`src/krz_settings.svh`:
```
// Address width, region selects, memory depth and system register offsets
`ifndef KRZ_SETTINGS_SVH
`define KRZ_SETTINGS_SVH

// Byte address width seen by both ports
`define KRZ_ADDR_W 24

// Words per data memory; upper index bits alias inside a region
`define KRZ_MEM_WORDS 1024

// ====================
// Region select values for address bits 23 to 16
// ====================
`define KRZ_MEM0_BASE 8'h00
`define KRZ_MEM1_BASE 8'h01
`define KRZ_SYS_BASE 8'h80

// ====================
// System register word offsets
// ====================
`define KRZ_SYS_LEDR 6'd0
`define KRZ_SYS_LEDG 6'd1

`endif

```
`src/krz_map_pkg.sv`:
```
// Address map types: target region and system register select
`default_nettype none

`include "krz_settings.svh"

package krz_map_pkg;

    // Target of a decoded address
    typedef enum logic [1:0] {
        REG_MEM0,
        REG_MEM1,
        REG_SYS,
        REG_NONE
    } region_e;

    // System register, from address bits 7 to 2
    typedef enum logic [5:0] {
        SYS_LEDR = `KRZ_SYS_LEDR,
        SYS_LEDG = `KRZ_SYS_LEDG
    } sys_reg_e;

endpackage

`default_nettype wire

```
`src/krz_bus_pkg.sv`:
```
// Bus transaction types: port request and response, bank command, port state
`default_nettype none

`include "krz_settings.svh"

package krz_bus_pkg;
    import krz_map_pkg::*;

    // Word index width, byte offset dropped
    localparam int WIDX_W = `KRZ_ADDR_W - 2;

    // One port's pending access after decode
    typedef struct packed {
        logic              valid;
        region_e           region;
        logic [WIDX_W-1:0] idx;
        logic              wr_en;
        logic [3:0]        wr_mask;
        logic [31:0]       wr_data;
    } port_req_t;

    typedef struct packed {
        logic        ack;
        logic [31:0] rd_data;
    } port_rsp_t;

    // Command seen by one target
    typedef struct packed {
        logic              en;
        logic              wr_en;
        logic [3:0]        wr_mask;
        logic [WIDX_W-1:0] idx;
        logic [31:0]       wr_data;
    } bank_cmd_t;

    typedef enum logic {
        PS_IDLE,
        PS_ACKED
    } port_state_e;

endpackage

`default_nettype wire

```
`src/krz_bank_arbiter.sv`:
```
// Bank arbiter: per-target grant with data priority, bank commands, read return
`timescale 1ns/1ps
`default_nettype none

module krz_bank_arbiter (
    input  logic                   clk,
    input  logic                   RSTN,
    input  krz_bus_pkg::port_req_t ireq_i,
    input  krz_bus_pkg::port_req_t dreq_i,
    output logic                   igrant_o,
    output logic                   dgrant_o,
    output krz_bus_pkg::port_rsp_t irsp_o,
    output krz_bus_pkg::port_rsp_t drsp_o,
    output krz_bus_pkg::bank_cmd_t mem0_cmd_o,
    output krz_bus_pkg::bank_cmd_t mem1_cmd_o,
    output krz_bus_pkg::bank_cmd_t sys_cmd_o,
    input  logic [31:0]            mem0_rd_i,
    input  logic [31:0]            mem1_rd_i,
    input  logic [31:0]            sys_rd_i
);
    import krz_map_pkg::*;
    import krz_bus_pkg::*;

    region_e i_region;
    logic    i_blocked;
    region_e i_sel_q;
    region_e d_sel_q;
    logic    i_ack_q;
    logic    d_ack_q;

    function automatic bank_cmd_t to_cmd(port_req_t r, logic allow_wr);
        bank_cmd_t c;
        c.en      = 1'b1;
        c.wr_en   = r.wr_en & allow_wr;
        c.wr_mask = r.wr_mask;
        c.idx     = r.idx;
        c.wr_data = r.wr_data;
        return c;
    endfunction

    function automatic logic [31:0] rd_mux(region_e sel, logic [31:0] m0, logic [31:0] m1,
                                           logic [31:0] sy);
        case (sel)
            REG_MEM0: return m0;
            REG_MEM1: return m1;
            REG_SYS:  return sy;
            default:  return 32'h0;
        endcase
    endfunction

    // ====================
    // Grant
    // ====================
    // Fetches from the system block are answered like unmapped ones
    assign i_region = (ireq_i.region == REG_SYS) ? REG_NONE : ireq_i.region;

    // Unmapped requests never collide
    assign i_blocked = dreq_i.valid && (dreq_i.region == i_region) && (i_region != REG_NONE);
    assign dgrant_o  = dreq_i.valid;
    assign igrant_o  = ireq_i.valid && !i_blocked;

    always_comb begin
        mem0_cmd_o = '0;
        mem1_cmd_o = '0;
        sys_cmd_o  = '0;
        if (igrant_o) begin
            case (i_region)
                REG_MEM0: mem0_cmd_o = to_cmd(ireq_i, 1'b0);
                REG_MEM1: mem1_cmd_o = to_cmd(ireq_i, 1'b0);
                default:  ;
            endcase
        end
        if (dgrant_o) begin
            case (dreq_i.region)
                REG_MEM0: mem0_cmd_o = to_cmd(dreq_i, 1'b1);
                REG_MEM1: mem1_cmd_o = to_cmd(dreq_i, 1'b1);
                REG_SYS:  sys_cmd_o  = to_cmd(dreq_i, 1'b1);
                default:  ;
            endcase
        end
    end

    // ====================
    // Response
    // ====================
    always_ff @(posedge clk or negedge RSTN) begin
        if (!RSTN) begin
            i_ack_q <= 1'b0;
            d_ack_q <= 1'b0;
            i_sel_q <= REG_NONE;
            d_sel_q <= REG_NONE;
        end else begin
            i_ack_q <= igrant_o;
            d_ack_q <= dgrant_o;
            i_sel_q <= i_region;
            d_sel_q <= dreq_i.region;
        end
    end

    // Targets hold last cycle's read word, so the mux is combinational
    assign irsp_o.ack     = i_ack_q;
    assign irsp_o.rd_data = rd_mux(i_sel_q, mem0_rd_i, mem1_rd_i, sys_rd_i);
    assign drsp_o.ack     = d_ack_q;
    assign drsp_o.rd_data = rd_mux(d_sel_q, mem0_rd_i, mem1_rd_i, sys_rd_i);

endmodule

`default_nettype wire

```
`config.mk`:
```
export PLATFORM = sky130hd
export DESIGN_NAME = krz_bank_arbiter
export DESIGN_NICKNAME = d
export VERILOG_FILES = /design/src/krz_map_pkg.sv /design/src/krz_bus_pkg.sv /design/src/krz_bank_arbiter.sv
export VERILOG_INCLUDE_DIRS = /design/src /design/src/src
export SDC_FILE = /design/constraint.sdc
export NUM_CORES = 1
export LEC_CHECK = 0
export ABC_AREA = 1
export ABC_CLOCK_PERIOD_IN_PS = 1750
export BUFFER_PORTS_ARGS = -buffer_cell sky130_fd_sc_hd__buf_2
export CORE_AREA = 4 4 180 182
export CTS_CLUSTER_DIAMETER = 120
export DETAILED_ROUTE_END_ITERATION = 10
export DIE_AREA = 0 0 184 186
export PLACE_DENSITY = 0.36
export SKIP_LAST_GASP = 1
export SLEW_MARGIN = 25
export SYNTH_ARGS = -nofsm -noshare
export SYNTH_HDL_FRONTEND = slang
export SYNTH_SLANG_ARGS = --single-unit
```
`constraint.sdc`:
```
create_clock -name clk -period 1.75 [get_ports clk]
set_input_delay 0.0875 -clock clk [delete_from_list [all_inputs] [get_ports clk]]
set_output_delay 0.0875 -clock clk [all_outputs]
set_load 0.01 [all_outputs]
```
[After elaboration in Yosys (flattened, before gate mapping)]
Cells that the tools add are included.
Storage, ports and cells
  register bits after elaboration: 6
  latch bits: 0
  RAM bits: 0
  ROM bits: 0
  bits of input ports: 222
  output and inout port bits: 248
  word-level logic and storage cells: 35
  memories kept: 0
Operators by class
  $add $sub $neg: 0
  multipliers: 0
  divide/modulo/power cells: 0
  order comparisons: 0
  equality and inequality tests: 10
  shift operators: 0
  multiplexer cells: 13
  bitwise logic cells: 0
  reductions and logical operators: 8
Operators with widths (count)
  60-bit 2-to-1 mux: 10
  32-bit one-hot mux with 3 select lines: 2
  2-bit by 1-bit == test with 1-bit output, second input constant: 4
  2-bit == test, second input constant: 4
  2-bit logical NOT: 4
  1-bit logical AND: 3
  2-bit == test: 1
  2-bit 2-to-1 mux: 1
  2-bit != test, second input constant: 1
  1-bit logical NOT: 1

[Longest topological paths before layout]
  depth after elaboration: 10
  depth in mapped cells: 8

[Least setup slack after synthesis]
OpenSTA, ideal clock, no wires.
  path type: reg-to-output
  start point: register i_sel_q[1]
  end point: output irsp_o[10] (netlist bit)
  data arrival time: 1.227 ns
  data required time: 1.662 ns
  slack: 0.436 ns
  stages on the path, launching flop included: 6
  buffers on the path: 1
  cell sequence: dfstp_2 > inv_1 > nor2_1 > clkbuf_1 > nand2_1 > o211ai_1
RTL lines
  start, declared: line krz_bank_arbiter.sv:26  | region_e i_sel_q;
  start signal, assigned: line krz_bank_arbiter.sv:95  | i_sel_q <= i_region;
  end, declared: line krz_bank_arbiter.sv:12  | output krz_bus_pkg::port_rsp_t irsp_o,

==> impl_metrics.csv <==
group,metric,value,unit
status,status,"finished clean",
sta,worst_slew_pin_slew,0.539,ns
power_and_ir_drop,cellPowerDensity,300,nW/um^2
logic_synthesis,synth_seq_cells,6,
clock_tree,cts_made_buffers,3,
sta,final.min_clock_period,1.63,ns
placement,post-place-ws,0.274,ns
logic_synthesis,avgSynthCellArea,4.23,sq um
placement,port-buffer-count,468,
setup_path,worstPathRequired,1.66,ns
finish,layout_commonest_cell,"buf_2",
logic_synthesis,synthCells,1003,
power_and_ir_drop,p_leak,0.00501,uW
sta,final_max_slew_viol_count,0,
sta,final_hold_viol_count,0,
placement,place_hpwl,24.0,mm
drt,via_per_inst,4.19,
finish,final_cell_mix,"buf_2, nand2_1, nor2_1, nand3_1, inv_1",
setup_path,worst_path_largest_cell_delay,0.57,ns
finish,area_growth,72.1,%
hold_path,hold_path_class,"primary input to flip-flop",
drt,drt_iter0_drc,287,
placement,gp_congestion,0.827,
clock_tree,cts.clk_slew.worst_paths,0.03,ns
global_routing,grt_max_degree,60,
die,initial_core_util,0.139,
setup_path,path_cells,"nand2_2 -> buf_4 -> o211ai_1 -> buf_2",
logic_synthesis,synth_cell_types,16,
power_and_ir_drop,power,2190,uW
logic_synthesis,synth.top_cell.area_share,0.361,
clock_tree,clock-sinks,6,
drt,dr.pass1.iters,5,
clock_tree,cts_root_buf,"clkbuf_16",
hold_path,holdPathStages,1,
die,rows,64,
logic_synthesis,syn_area,4240,sq um
logic_synthesis,ys_seq_area_frac,0.0366,
sta,fmax,613,MHz
setup_path,critPathLaunchType,"flip-flop",
power_and_ir_drop,ir_drop,0.180,mV
sta,fin_tns_setup,0,ns
drt,wl_per_cell,16.4,um
finish,layout-drive-gt1-share,0.361,
finish,instances_no_fill,1828,
clock_tree,cts_buffer_depth,2,
global_routing,antenna_found_initial,2,
clock_tree,h-tree-depth,1,
run,cap_violations,0,
clock_tree,tritoncts,"done",
setup_path,crit_type,"flip-flop to output pin",
finish,fin_nets,1654,
global_routing,grt_pass1_wl,43.5,mm
placement,placedCellCount,1820,
die,io_pins,470,
hold_path,hp-start,"dreq_i[59]",
sta,relSlewSlack,0.637,
sta,rsz0062_at_grt,"no",
drt,drt_wl_total,30.0,mm
global_routing,grt_usage,0.160,
drt,ant_nets,0,
drt,drc_errors,0,
logic_synthesis,synth.net_count,1225,
die,die_area,34200,sq um
sta,fin_ws,0.118,ns
setup_path,crit_arrival,1.54,ns
global_routing,grt_overflow,0,
setup_path,worstSetupEndpointType,"output pin",
drt,num_vias,7668,
die,die_w,184,um
die,die_y,186,um
logic_synthesis,yosys_warnings,0,
sta,finalSetupViolCount,0,
setup_path,path_max_fanout,8,
setup_path,crit_family,"flip-flops",
clock_tree,cts_setup_buffers,0,
setup_path,cp_slowest_cell,"dfstp_2",
global_routing,first_global_vias,7405,
die,core-area,30600,sq um
logic_synthesis,synth_area_leaders,"nand2_1, nand3_1, nor2_1",
hold_path,holdPathEnd,"d_sel_q[0]",
setup_path,critPathBufInv,2,
logic_synthesis,synth_top_area_cell,"nand2_1",
sta,period_share,0.932,
-- worst max-delay path by stage --
| stage | startpoint | end | slack [ns] | depth (start not counted) |
|---|---|---|---|---|
| CTS | d_sel_q[1] | drsp_o[15] | 0.06 | 7 |
| global route | i_sel_q[0] | irsp_o[29] | 0.03 | 6 |
| detailed placement | dreq_i[60] | mem0_cmd_o[7] | 0.27 | 9 |
| floorplan | i_sel_q[1] | irsp_o[10] | 0.44 | 5 |
| global placement | dreq_i[60] | mem1_cmd_o[30] | 0.28 | 9 |
| finish | d_sel_q[0] | drsp_o[23] | 0.12 | 4 |
-- layer usage --
layer | global-route usage | share of wire | routed length (um)
met5 | 0 | 0.00043 | 13
met4 | 0.0382 | 0.022 | 668
met3 | 0.0412 | 0.091 | 2720
met2 | 0.295 | 0.51 | 15300
met1 | 0.184 | 0.38 | 11300
-- cell usage after synthesis --
cell,count
o211ai_1,22
a32oi_1,1
dfstp_2,4
buf_2,18
nand2_1,408
dfrtp_1,2
nand3_1,159
nand2_2,1
nor3_1,1
clkbuf_1,49
inv_1,140
a21boi_0,1
xnor2_1,1
buf_1,4
buf_4,6
nor2_1,186
-- repair_timing --
action | CTS | global route
hold buffers | 3 | 0
setup endpoints to repair | 0 | 1
resized for setup | 0 | 2
hold endpoints to repair | 8 | 0
-- logic make-up (layout without fill, tap and decap cells) --
logic type / Yosys count / count (layout) / share of synthesized area
other: 0 / 2 / 0
AND/OR/NAND/NOR: 755 / 755 / 0.716
buffers and inverters: 217 / 644 / 0.203
flip-flops: 6 / 6 / 0.0366
XOR/XNOR: 1 / 1 / 0.00207
AO/OA/AOI/OAI: 24 / 24 / 0.0428
-- power breakdown --
part           total (uW)  internal (uW)  switching [uW]
Sequential            156            151            5.39
Clock                 378            294            84.2
Combinational        1650            648            1010
Total                2190           1090            1100
-- layout make-up --
type / count / area (sq um)
clock buffer: 3 / 75.1
tap: 396 / 495
inverter: 140 / 526
fill: 3725 / 23300
antenna: 2 / 5.00
multi-input combinational: 780 / 3270
sequential: 6 / 155
timing repair buffer: 501 / 2780
-- stage by stage --
step	hold WS, ns	area, sq um	utilization
floorplan	-0.208	4240	-
global placement	-0.0544	7180	0.235
detailed placement	-0.0575	7180	0.235
CTS	0.0540	7290	0.238
global route	0.0566	7300	0.239
finish	0.0467	7300	0.239
-- state kept, by name (all words and copies together), names as in the netlist --
signal   cells
d_sel_q      2
i_sel_q      2
d_ack_q      1
i_ack_q      1
No activity file was read; power rests on OpenSTA's default activity.
