==> src/krz_settings.svh <==
// Address width, region selects, memory depth and system register offsets
`ifndef KRZ_SETTINGS_SVH
`define KRZ_SETTINGS_SVH

// Byte address width seen by both ports
`define KRZ_ADDR_W 24

// Words per data memory; upper index bits alias inside a region
`define KRZ_MEM_WORDS 1024

// ====================
// Region select values for address bits 23 to 16
// ====================
`define KRZ_MEM0_BASE 8'h00
`define KRZ_MEM1_BASE 8'h01
`define KRZ_SYS_BASE 8'h80

// ====================
// System register word offsets
// ====================
`define KRZ_SYS_LEDR 6'd0
`define KRZ_SYS_LEDG 6'd1

`endif

==> src/krz_map_pkg.sv <==
// Address map types: target region and system register select
`default_nettype none

`include "krz_settings.svh"

package krz_map_pkg;

    // Target of a decoded address
    typedef enum logic [1:0] {
        REG_MEM0,
        REG_MEM1,
        REG_SYS,
        REG_NONE
    } region_e;

    // System register, from address bits 7 to 2
    typedef enum logic [5:0] {
        SYS_LEDR = `KRZ_SYS_LEDR,
        SYS_LEDG = `KRZ_SYS_LEDG
    } sys_reg_e;

endpackage

`default_nettype wire

==> src/krz_bus_pkg.sv <==
// Bus transaction types: port request and response, bank command, port state
`default_nettype none

`include "krz_settings.svh"

package krz_bus_pkg;
    import krz_map_pkg::*;

    // Word index width, byte offset dropped
    localparam int WIDX_W = `KRZ_ADDR_W - 2;

    // One port's pending access after decode
    typedef struct packed {
        logic              valid;
        region_e           region;
        logic [WIDX_W-1:0] idx;
        logic              wr_en;
        logic [3:0]        wr_mask;
        logic [31:0]       wr_data;
    } port_req_t;

    typedef struct packed {
        logic        ack;
        logic [31:0] rd_data;
    } port_rsp_t;

    // Command seen by one target
    typedef struct packed {
        logic              en;
        logic              wr_en;
        logic [3:0]        wr_mask;
        logic [WIDX_W-1:0] idx;
        logic [31:0]       wr_data;
    } bank_cmd_t;

    typedef enum logic {
        PS_IDLE,
        PS_ACKED
    } port_state_e;

endpackage

`default_nettype wire

==> src/krz_sysctrl.sv <==
// System block: LED registers, readback and active-low LED pins
`timescale 1ns/1ps
`default_nettype none

module krz_sysctrl (
    input  logic                   clk,
    input  logic                   RSTN,
    input  krz_bus_pkg::bank_cmd_t cmd_i,
    output logic [31:0]            rd_data_o,
    output logic                   ledr_o,
    output logic                   ledg_o
);
    import krz_map_pkg::*;

    sys_reg_e sel;
    logic     ledr_q;
    logic     ledg_q;

    // Word offset within the region, address bits 7 to 2
    assign sel = sys_reg_e'(cmd_i.idx[5:0]);

    always_ff @(posedge clk or negedge RSTN) begin
        if (!RSTN) begin
            ledr_q <= 1'b0;
            ledg_q <= 1'b0;
        end else if (cmd_i.en && cmd_i.wr_en) begin
            case (sel)
                SYS_LEDR: ledr_q <= cmd_i.wr_data[0];
                SYS_LEDG: ledg_q <= cmd_i.wr_data[0];
                default:  ;
            endcase
        end
    end

    always_ff @(posedge clk) begin
        if (cmd_i.en) begin
            case (sel)
                SYS_LEDR: rd_data_o <= {31'b0, ledr_q};
                SYS_LEDG: rd_data_o <= {31'b0, ledg_q};
                default:  rd_data_o <= 32'h0;
            endcase
        end
    end

    // Board LEDs light on a low pin
    assign ledr_o = ~ledr_q;
    assign ledg_o = ~ledg_q;

endmodule

`default_nettype wire

==> config.mk <==
export PLATFORM = sky130hd
export DESIGN_NAME = krz_sysctrl
export DESIGN_NICKNAME = d
export VERILOG_FILES = /design/src/krz_map_pkg.sv /design/src/krz_bus_pkg.sv /design/src/krz_sysctrl.sv
export VERILOG_INCLUDE_DIRS = /design/src /design/src/src
export SDC_FILE = /design/constraint.sdc
export NUM_CORES = 1
export LEC_CHECK = 0
export ABC_AREA = 1
export CORE_AREA = 2 2 39 41
export DETAILED_ROUTE_END_ITERATION = 8
export DIE_AREA = 0 0 41 43
export DONT_BUFFER_PORTS = 1
export GPL_TIMING_DRIVEN = 1
export PLACE_DENSITY_LB_ADDON = 0.25
export SLEW_MARGIN = 25
export SYNTH_ARGS = -nofsm -noshare
export SYNTH_HDL_FRONTEND = slang
export SYNTH_SLANG_ARGS = --single-unit
==> constraint.sdc <==
create_clock -name clk -period 1.2 [get_ports clk]
set_clock_uncertainty 0.1 [all_clocks]
set_input_delay 0.24 -clock clk [delete_from_list [all_inputs] [get_ports clk]]
set_output_delay 0.24 -clock clk [all_outputs]
set_load 0.005 [all_outputs]
== After elaboration in Yosys (flattened, before gate mapping) ==
Index checks and enable logic that the tools add are counted.

* Register bits: 34
* Input bits: 62
* Output and inout bits: 34
* Logic and storage cells: 11

* Equal/unequal tests: 1
* Mux-type cells: 1
* Bitwise logic cells: 2
* Reductions and logical operators: 4

{| class="wikitable"
|+ Operators with widths
! operator !! number
|-
| == test 6 x 1 -> 1 bit, second input constant || 1
|-
| logical NOT 6 bit || 1
|-
| AND reduction 2 bit || 2
|-
| NOT 1 bit || 2
|-
| one-hot mux 1 bit (2 select lines) || 1
|-
| logical AND 1 bit || 1
|}

== Logic depth before layout (Yosys ltp) ==
Gate-level depths: netlist of the first run.

* Depth in word-level cells: 2
* Depth in mapped cells: 5
* Depth with buffers taken out: 5

== Least setup slack after synthesis of the first run ==
No wires, ideal clock.

* Kind: input port to flip-flop
* From: in cmd_i[35] (netlist name)
* To: reg rd_data_o[0] (data pin)
* Library setup time: 130 ps
* Arrival time: 639 ps
* Setup slack: 331 ps
* Stages: 5
* Path buffers: 0
* Cell sequence: nor2_2 > nand2_1 > nor2_1 > nand2_1 > nand2_1

* Word-level cells in the longest chain between the ends: 2

{| class="wikitable"
|+ Ends and longest elaborated chain
! item !! line !! text
|-
| from (decl) || krz_sysctrl.sv:8 || <nowiki>input krz_bus_pkg::bank_cmd_t cmd_i,</nowiki>
|-
| == test 6 x 1 -> 1 bit or logical NOT 6 bit (tied branches) || krz_sysctrl.sv:37 || <nowiki>case (sel)</nowiki>
|-
| one-hot mux 1 bit (2 select lines) * || krz_sysctrl.sv:37 ||
|-
| to (signal assigned) || krz_sysctrl.sv:38 || <nowiki>SYS_LEDR: rd_data_o <= {31'b0, ledr_q};</nowiki>
|-
| to (signal assigned) || krz_sysctrl.sv:39 || <nowiki>SYS_LEDG: rd_data_o <= {31'b0, ledg_q};</nowiki>
|-
| to (decl) || krz_sysctrl.sv:9 || <nowiki>output logic [31:0] rd_data_o,</nowiki>
|}

Every way passes the cells marked *; elsewhere a longest branch is shown, timed or not.
A chain may end at the register's enable or synchronous reset.

== Worst setup path after layout of the first run ==
* From: reg ledg_q
* To: out ledg_o

* Word-level cells in the longest chain between the ends: 1

{| class="wikitable"
|+ Ends and longest elaborated chain
! item !! line !! text
|-
| from (decl) || krz_sysctrl.sv:17 || <nowiki>logic ledg_q;</nowiki>
|-
| from (signal assigned) || krz_sysctrl.sv:29 || <nowiki>SYS_LEDG: ledg_q <= cmd_i.wr_data[0];</nowiki>
|-
| NOT 1 bit || krz_sysctrl.sv:47 || <nowiki>assign ledg_o = ~ledg_q;</nowiki>
|-
| to (decl) || krz_sysctrl.sv:11 || <nowiki>output logic ledg_o</nowiki>
|}

No other way between the ends.

==> results of run 1 <==
flip-flops by register name, indices dropped and copies added (netlist names):
signal and cells:
rd_data_o 1, ledr_q 1, ledg_q 1
kinds of logic (layout without fill, tap and decap cells):
kind of cell / after synthesis / in the layout / synth area share, %
other cells: 1 / 31 / 0.879
buf+inv: 37 / 11 / 59.8
flops: 3 / 3 / 18.8
simple gates: 20 / 20 / 20.5
worst reg2reg max path, cell delays in order, from the launching register on:
cell and delay, ns:
sky130_fd_sc_hd__dfrtp_1 0.39, sky130_fd_sc_hd__nand2_1 0.07, sky130_fd_sc_hd__nand2_1 0.05
worst min path at each step:
stage,end,slack (ns),start,depth (start not counted)
final,rd_data_o[0],0.02,cmd_i[59],0
after global routing,rd_data_o[0],0.004,cmd_i[59],0
after CTS,rd_data_o[0],0.006,cmd_i[59],0
after detailed placement,ledg_q,-0.16,RSTN,0
after global placement,ledg_q,-0.16,RSTN,0
after floorplan,ledg_q,-0.16,RSTN,0
per-layer routing:
layer | routed length (um) | track usage [%] | vias up | part of all wire (%)
li1 | - | - | 128 | -
met1 | 137 | 4.82 | 117 | 25
met2 | 292 | 11.3 | 30 | 53
met3 | 123 | 9.42 | 0 | 22
met4 | 0 | 2.00 | 0 | 0
met5 | 0 | 0 | - | 0
cell usage in the layout (no fill, tap or decap), drive strengths merged:
cell type,n
inv,6
nand4,2
clkbuf,4
nand3,2
dfrtp,2
dlygate4sd3,1
conb,31
nand2,10
nor2,6
edfxtp,1
cell type report:
type	instances	share of cell area (%)
Multi-Input combinational cell	51	56.2
Sequential cell	3	22.1
Clock buffer	4	7.24
Inverter	6	6.21
Tap cell	16	5.52
Timing Repair Buffer	1	2.76
per-stage QoR:
stage	utilization (%)	instance area (sq um)	hold WS (ns)	std cells	total power, W
after floorplan	-	539	-0.156	91	0.000231
after global placement	23.6	327	-0.156	76	0.000162
after detailed placement	23.6	327	-0.156	76	0.000163
after CTS	26.2	363	0.00620	81	0.000351
after global routing	26.2	363	0.00367	81	0.000370
final	26.2	363	0.0168	81	0.000341
cell usage after synthesis:
cell / count / area [sq um]
sky130_fd_sc_hd__conb_1: 1 / 3.75
sky130_fd_sc_hd__nor2_2: 2 / 12.5
sky130_fd_sc_hd__nand2_1: 10 / 37.5
sky130_fd_sc_hd__nand3_1: 2 / 10.0
sky130_fd_sc_hd__edfxtp_1: 1 / 30.0
sky130_fd_sc_hd__buf_4: 31 / 233
sky130_fd_sc_hd__inv_1: 6 / 22.5
sky130_fd_sc_hd__nor2_1: 4 / 15.0
sky130_fd_sc_hd__nand4_1: 2 / 12.5
sky130_fd_sc_hd__dfrtp_1: 2 / 50.1
where the power goes:
part	total (W)	internal, W	switching [W]
Combinational	0.0000476	0.00000990	0.0000377
Sequential	0.000118	0.000113	0.00000507
Clock	0.000175	0.000124	0.0000505
Total	0.000341	0.000248	0.0000933
==> results, run 1 <==
- The growth of design area from synthesis to finish is -15.0%.
- The routed wire length is 553 um.
- Routability-driven placement finished with a final weighted congestion of 0.614.
- The kind of start point of the critical path is a flop.
- The count of cells resized by post-cts repair is 0.
- Power spread over the standard cell area amounts to between 900 and 1000 nW/um^2.
- Traced cell by cell, the critical path runs through inv_1.
- The height of the die is around 43 um.
- After clock tree synthesis, the clock-pin slew on the worst setup and hold paths is 0.04 ns.
- The family of cells with the greatest summed delay on the critical path is flip-flops.
- The via count of the first global-routing pass came to ~210.
- During synthesis, Yosys emitted a total of 0 warnings.
- The data arrival time of the worst path is 0.70 ns.
- The cell area that synthesis handed to floorplanning was 427 sq um.
- VDD sags by at most 521 uV.
- The post-synthesis instance total is 61.
- The post-detailed-route count of antenna-violating nets is 0.
- The critical path ends at ledg_o.
- The endpoint identified for the worst register-to-register timing path is rd_data_o[0].
- The fraction of the cycle the final worst path needs is 86.3%.
- The share of the Yosys chip area taken by registers is 18.8%.
- For this configuration, the core starts out at a cell density of 30.8%.
- Setup repair after global routing left no endpoint under its margin.
- The count of standard-cell rows is 14.
- The first global-routing pass estimated 772 um of wire.
- After clock tree synthesis, the flow added hold-fix buffers numbering 1.
- TritonCTS created 3 clock buffers.
- The slack of the worst reg-to-reg path is 0.34 ns.
- The die covers 1760 sq um.
- The post-layout net count is 128.
- After layout, the worst setup slack is 0.164 ns.
- Setup violations remaining at the end of the flow were counted as 0.
- The path category of the worst min-delay check is in2reg.
- The cell count along the critical path is 1.
- The routed layout has 275 vias.
- The number of antenna violations at the first check in global routing is 0.
- The worst path required time is approximately 0.86 ns.
- The clock net in this run drives a total of 3 sinks.
- Measured in cells, the most critical reg-to-reg path has a length of 2.
- The count of pins on the block boundary is 96.
- For this block, the initial DRC count from the detailed router was 1.
- The worst setup path is captured at an output port.
- Before CTS, the worst setup slack after placement is 0.248 ns.
- The critical path launch point is ledg_q.
- The count of different cell masters after synthesis is 10.
- After global routing the overflow that remains totals 0.
- The largest stage delay on the critical path is around 0.39 ns.
- The post-route minimum period is 1.04 ns.
- The number of maximum-capacitance violations is 0.
- Dividing the synthesized area by the synthesized cell count gives between 6 and 7 sq um.
- Entering global routing, the biggest net connects 5 pins.
- The run finished with clean final reports.
- In the final routed layout, each cell accounts on average for 6.83 um.
- Global routing used 7.23% of the available tracks.
- The number of endpoints with negative hold slack in the final report is 0.
- The slowest stage of the critical path belongs to the cell sky130_fd_sc_hd__dfrtp_1.
- Summed over all cells, the static leakage comes to 0.221 nW.
- Once detailed placement completed, the half-perimeter wirelength came to 506 um.
- The area of the multi-input gates is around 200 sq um.
- The worst flop-to-flop path startpoint is ledg_q.
- The core outline area is 1380 sq um.
- The top achievable clock speed is 965 MHz.
- The CTS tree is built.
- The repair_antennas step left the layout with diodes totalling 0.
- The clock root buffer master is sky130_fd_sc_hd__clkbuf_4.
- The final-report max-slew violation count is 0.
- The count of buffers added on input and output ports is 0.
- For the worst-skew pair, the clock arrives at the later sink with an insertion delay of 0.23 ns.
- No sink is reached through more buffers than the 2 on the longest clock path.
- Counting the fill cells in the layout gives 168.
- The number of synthesized register bits is 3.
- Setup total negative slack on the finished layout was measured at 0 ns.
- Along the worst path, the maximum fanout reaches 3.
- The average vias per placed instance is 3.40.
- Registers take 80.1 sq um.
- The share of final-layout standard cells stronger than drive strength 1 is 7.69%.
- The H-tree depth reported by CTS is 1.
- Together, buffers and inverters on the worst path number 1.
- In the routed design, unresolved DRC markers number 0.
- The worst setup path is of the reg2out kind.
- Before antenna repair, the detailed router went through 2 iterations.
- The die is 41 um wide.
- The post-CTS setup-driven buffer insertion count is 0.
No activity file was read; power rests on OpenSTA's default activity.
==> run 2, diff against run 1 <==
==> constraint.sdc (replaced) <==
create_clock -name clk -period 1.2 [get_ports clk]
set_clock_uncertainty 0.1 [all_clocks]
set_input_delay 0.24 -clock clk [delete_from_list [all_inputs] [get_ports clk]]
set_output_delay 0.24 -clock clk [all_outputs]
set_load 0.05 [all_outputs]
==> run 2 against run 1 <==
  * Critical path depth rose by 1
  * Total power rose by 74%
  * Sequential power barely moved
  * Sequential share of layout area fell by 3.7 points
  * Setup slack got worse by 0.12 ns
  * Clock-buffer cell count did not move
  * Largest cell class unchanged
  * Highest routed layer is now met4
==> results, run 2 (synthesized netlist as in run 1, its figures left out) <==
- By startpoint and endpoint, the worst setup path is classified as reg2out.
- The count of cells in the finished layout, fillers not included, comes to 87.
- The detailed router finished its first iteration with 2 violations.
- The worst flop-to-flop path startpoint is ledg_q.
- Setup repair after global routing left no endpoint under its margin.
- After layout, the worst path uses ~96% of the clock period.
- The worst path required time is 0.86 ns.
- After clock tree synthesis, the clock-pin slew on the worst setup and hold paths is roughly 0.03 ns.
- The final weighted congestion in routability-driven placement is 0.669.
- The growth of design area from synthesis to finish is 2.05%.
- The first global-routing pass estimated 924 um of wire.
- The clock drives 3 sinks.
- The overall global routing resource usage is 8.85%.
- The largest net degree at the start of global routing is 5.
- In this run the number of H-tree levels came out at 1.
- The min-delay analysis places its worst path in the category in2reg.
- The top cell types in the final layout, fill and taps aside, are sky130_fd_sc_hd__conb_1 (31), sky130_fd_sc_hd__nand2_1 (10), sky130_fd_sc_hd__nor2_1 (4), sky130_fd_sc_hd__inv_1 (4).
- Summed over all layers, the routed wires come to 574 um.
- In the final timing run, aggregate negative setup slack is 0 ns.
- The height of the die is 43 um.
- The tool flagged a number of max-cap violations equal to 0.
- Global routing finished with a remaining overflow of 0.
- The count of input and output buffers is 0.
- The largest fanout on the critical path is 2.
- Cells with a size suffix above 1 make up 16.9% of the layout.
- The switching power total is 0.000315 W.
- The maximum vdd ir drop is 534 uV.
- The count of pins on the block boundary is 96.
- TritonCTS created 3 clock buffers.
- The routed layout has 298 vias.
- Of the total power, combinational logic draws 50.3%.
- The via count of the first global-routing pass is between 200 and 250.
- The design draws 0.000594 W.
- The number of antenna diodes in the final layout is 0.
- The kind of start point of the critical path is a flop.
- For this run, the post-layout net count is 134.
- The routed design could run at a clock period as short as 1.15 ns.
- Setup violations remaining at the end of the flow were counted as 0.
- The number of antenna violations at the first check in global routing is 0.
- The number of cells traversed by the worst register-to-register path is 3.
- The most common library cell in the layout ignoring fill and taps is sky130_fd_sc_hd__conb_1.
- The DRC violation count after routing is 0.
- In this run the static leakage power is between 0.2 and 0.3 nW.
- Hold is met by 0.0552 ns.
- The most critical setup path has its startpoint at ledg_q.
- The portion of total power attributed to sequential cells is about 20%.
- The placed cell count is 79.
- The final-report max-slew violation count came to 0.
- Once the floorplan was initialized, standard cells occupied a little under a third of the core.
- The count of standard-cell rows is 14.
- The clock root buffer master is sky130_fd_sc_hd__clkbuf_4.
- The core outline area is 1380 sq um.
- The data arrival time of the worst path is roughly 0.81 ns.
- In the final layout, the registers with the most flip-flops are ledg_q x1, ledr_q x1, rd_data_o x1.
- In this run, the clock network consumes 30.0% of the power.
- Detailed placement finished with a half-perimeter wire length of slightly below 500 um.
- TritonCTS built the clock tree.
- After detailed routing, the average wire length per cell comes to 6.60 um.
- STA classifies the critical path endpoint as an output port.
- The longest clock path from root to sink contains 2 buffers.
- Static timing analysis puts the maximum clock frequency at 868 MHz.
- The number of endpoints with negative hold slack in the final report is 0.
- The hold-critical path depth is 2.
- The floorplan die area is 1760 sq um.
- The average vias per placed instance is 3.43.
- The launch point of the worst hold path is cmd_i[0].
- Once detail routing completed, the nets flagged for antenna violations numbered 0.
- Internal power comes to ~0.00028 W.
- The first-pass iteration count of the detailed router is 4.
- The run finished with clean final reports.
- The layout has around 170 filler cells.
- Of the total power, the share spent switching nets is 53.1%.
- At the later pin of the worst-skew pair, clock insertion delay measures 0.23 ns.
- Power spread over the standard cell area amounts to 1370 nW/um^2.
- In this run the horizontal extent of the chip is 41 um.
[run 2: cell types whose count changed in the layout (fill, tap and decap cells not counted), sizes merged]
cell,change
dlygate4sd3,+1
buf,+5
[run 2: cell type report]
type,instances,area (sq um),share of cell area (%)
clock buffers,4,26.3,6.03
flip-flops and latches,3,80.1,18.4
repair buffers,7,82.6,19.0
multi-input cells,51,204,46.8
inverters,6,22.5,5.17
well taps,16,20.0,4.60
[run 2: metal layers]
layer  vias up  track usage (%)  wire length (um)
met3         2             9.42               127
li1        140                -                 -
met2        31             13.1               309
met4         0             6.00                 7
met1       125             6.15               129
met5         -                0                 0
[run 2: metrics by stage]
stage	worst slack, ns	cell area [sq um]	util (%)
finish	0.0481	435	31.5
global route	0.00475	435	31.5
CTS	0.00854	410	29.7
detailed placement	0.236	374	27.0
global placement	0.240	374	27.0
floorplan	0.181	539	-
[run 2: power by group through the flow]
stage	Combinational [W]	Sequential [W]	Clock, W
5_1_grt	0.000314	0.000118	0.000202
6_report	0.000299	0.000117	0.000178
3_3_place_gp	0.000282	0.000119	0
2_1_floorplan	0.000327	0.000123	0
3_5_place_dp	0.000282	0.000119	0
4_1_cts	0.000286	0.000119	0.000188
[run 2: final timing paths]
kind                                endpoint  slack, ns
worst max-delay path                  ledg_o       0.05
worst min-delay path                  ledg_q       0.06
worst max register to register  rd_data_o[0]       0.24
worst min register to register        ledg_q       0.49
max in group asynchronous             ledg_q       0.74
min in group asynchronous             ledg_q       0.14
[run 2: timing repair]
action,in CTS,in global routing
gates resized for setup,2,0
hold endpoints to repair,2,1
hold buffers,1,1
setup buffers,0,2
endpoints found under the setup margin,2,2
[run 2: worst max-delay path, stage by stage (launching register included)]
cell	delay, ns
sky130_fd_sc_hd__dfrtp_1	0.38
sky130_fd_sc_hd__inv_2	0.07
sky130_fd_sc_hd__buf_12	0.13
==> run 3, diff against run 2 <==
==> constraint.sdc (replaced) <==
create_clock -name clk -period 1.29 [get_ports clk]
set_clock_uncertainty 0.1 [all_clocks]
set_input_delay 0.258 -clock clk [delete_from_list [all_inputs] [get_ports clk]]
set_output_delay 0.258 -clock clk [all_outputs]
set_load 0.05 [all_outputs]
==> run 3 against run 2 <==
  * Cell count shrank 4.6%
  * Sequential cell count is the same
  * Clock-buffer cell count is the same
  * Largest cell class unchanged
  * Wire length grew 5.6%
  * Highest routed layer unchanged
  * Cell area shrank 13%
  * First-iteration DRC count shrank 50%
  * Sequential power is essentially flat
  * Sequential share of layout area grew 2.8 points
  * Die area is the same
  * Total power shrank 12%
==> results, run 3 (synthesized netlist as in run 1, its figures left out) <==
- The run finished with clean final reports.
- The overall global routing resource usage is 8.75%.
- CTS built an H-tree with a depth of 1.
- The die covers 1760 sq um.
- The worst register-to-register path ends at rd_data_o[0].
- Timing would allow up to between 800 and 900 MHz.
- The count of pins on the block boundary is 96.
- At the end of the flow, the number of nets in the layout was 130.
- Port buffering added 0 buffers.
- Wires add up to 606 um.
- The most heavily used metal layer in global routing is met2.
- Of all nets on the critical path, the largest fanout is 1.
- The starting utilization of the core area is 30.8%.
- The post-detailed-route count of antenna-violating nets is 0.
- The height of the die is 43 um.
- The total via count after detailed routing is 280.
- After clock tree synthesis, the clock-pin slew on the worst setup and hold paths is about 0.04 ns.
- The number of cells traversed by the worst register-to-register path is 2.
- The overall power is around 0.00052 W.
- The library cell used most frequently in the layout, excluding fill and tap cells, is sky130_fd_sc_hd__conb_1.
- The sequential cells in the finished layout cover a total of 80.1 sq um.
- Cells with a size suffix above 1 make up about a tenth of the layout.
- The met2 global-route usage is 14.4%.
- Dividing the detail-routed wire length by the instance count gives 7.30 um.
- The count of fill cells added during filler insertion is around 160.
- The first-iteration detailed-routing DRC count is 1.
- The placed wire-length estimate is 502 um.
- The standby leakage power is 0.229 nW.
- The average vias per placed instance is 3.37.
- The antenna diode count is 0.
- The end point of the critical path is rd_data_o[0].
- The first-pass iteration count of the detailed router is 2.
- The met1 capacity usage during global routing is 4.53%.
- The longest clock path from root to sink contains 2 buffers.
- The worst path required time is roughly 0.93 ns.
- The number of endpoints with negative hold slack in the final report is 0.
- The final-report max-slew violation count is 0.
- OpenSTA, run right after detailed placement, puts the worst setup slack at between 0.3 and 0.4 ns.
- The area of the multi-input gates is roughly 200 sq um.
- The number of maximum-capacitance violations is 0.
- The endpoint kind of the worst setup timing path is an output port.
- For this design the ratio of total power to cell area is around 1400 nW/um^2.
- The first global-routing pass estimated slightly below 900 um of wire.
- The tree built by TritonCTS fans out to 3 sinks.
- The via count of the first global-routing pass is ~230.
- The post-route minimum period is 1.22 ns.
- The final weighted congestion in routability-driven placement is slightly above 0.6.
- STA classifies the critical path startpoint as a flop.
- The fraction of the cycle the final worst path needs is between 90% and 100%.
- The largest registers in the layout are ledg_q x1, ledr_q x1, rd_data_o x1.
- The final global-route overflow total is 0.
- The maximum vdd ir drop is 447 uV.
- The tree is rooted in a sky130_fd_sc_hd__clkbuf_4.
- In this run, CTS created clock tree buffers numbering 3.
- Adding up every negative setup slack in the final design gives 0 ns.
- The critical path crosses 0 cells after its start point.
- The CTS tree is built.
- The growth of design area from synthesis to finish is -11.4%.
- The number of antenna violations at the first check in global routing is 0.
- The horizontal extent of the die is slightly above 40 um.
- The finished layout cell area is approximately 380 sq um.
- Entering global routing, the biggest net connects 5 pins.
- The critical path launch point is rd_data_o[0].
- The count of standard-cell rows is 14.
- Global routing consumed, on the met3 layer, 9.42% of the routing resources.
- In the layout the commonest cells are sky130_fd_sc_hd__conb_1 (31), sky130_fd_sc_hd__nand2_1 (10), sky130_fd_sc_hd__inv_1 (6).
- For this run, design rule violations remaining after detail routing come to 0.
- The path category of the worst min-delay check is in2reg.
- Across all register-to-register paths, the minimum setup slack is 0.45 ns.
- The cell area reported after detailed placement is 342 sq um.
- Setup repair after global routing left no endpoint under its margin.
- The worst flop-to-flop path startpoint is ledg_q.
- The post-CTS setup-driven buffer insertion count is 0.
- By startpoint and endpoint, the worst setup path is classified as reg2out.
- For the worst-skew pair, the clock arrives at the later sink with an insertion delay of 0.23 ns.
- The final setup violation count is 0.
- Setup slack closes at 0.0718 ns.
- The core outline area is 1380 sq um.
- Data arrives at the worst endpoint at 0.86 ns.
## run 3: cell types whose count changed in the layout (fill, tap and decap cells not counted), sizes merged
cell         delta
buf             -3
dlygate4sd3     -1
## run 3: worst min-delay path by stage
stage,slack (ns),startpoint,cells after the start,to
after floorplan,-0.14,RSTN,0,ledg_q
after global placement,-0.14,RSTN,0,ledr_q
after detailed placement,-0.14,RSTN,0,ledr_q
final,0.03,cmd_i[59],0,rd_data_o[0]
after global routing,0.01,cmd_i[59],0,rd_data_o[0]
after CTS,0.02,cmd_i[59],0,rd_data_o[0]
## run 3: report_power, final
part	switching (W)	internal (W)	total [W]	leakage [nW]
clock	0.0000497	0.000116	0.000166	0.0150
combinational	0.000230	0.0000157	0.000246	0.177
sequential	0.00000825	0.000105	0.000114	0.0376
## run 3: metal layers
metal / up-vias / part of all wire [%]
met3: 2 / 20
li1: 132 / -
met5: - / 0
met1: 116 / 23
met2: 30 / 56
met4: 0 / 1.2
## run 3: area by class of cell
class	count	share of cell area, %
multi-input combinational	51	54.0
sequential	3	21.2
clock buffer	4	6.95
timing repair buffer	3	6.62
inverter	6	5.96
tap	16	5.30
## run 3: what timing repair did
item | 4_1_cts | 5_1_grt
hold buffers | 1 | 0
hold endpoints to repair | 2 | 0
setup endpoints to repair | 0 | 0
gates resized for setup | 0 | 0
## run 3: through the flow
stage / hold WS [ns] / instances / util [%]
5_1_grt: 0.0129 / 83 / 27.3
3_3_place_gp: -0.138 / 78 / 24.7
3_5_place_dp: -0.138 / 78 / 24.7
4_1_cts: 0.0236 / 83 / 27.3
2_1_floorplan: -0.138 / 91 / -
6_report: 0.0318 / 83 / 27.3
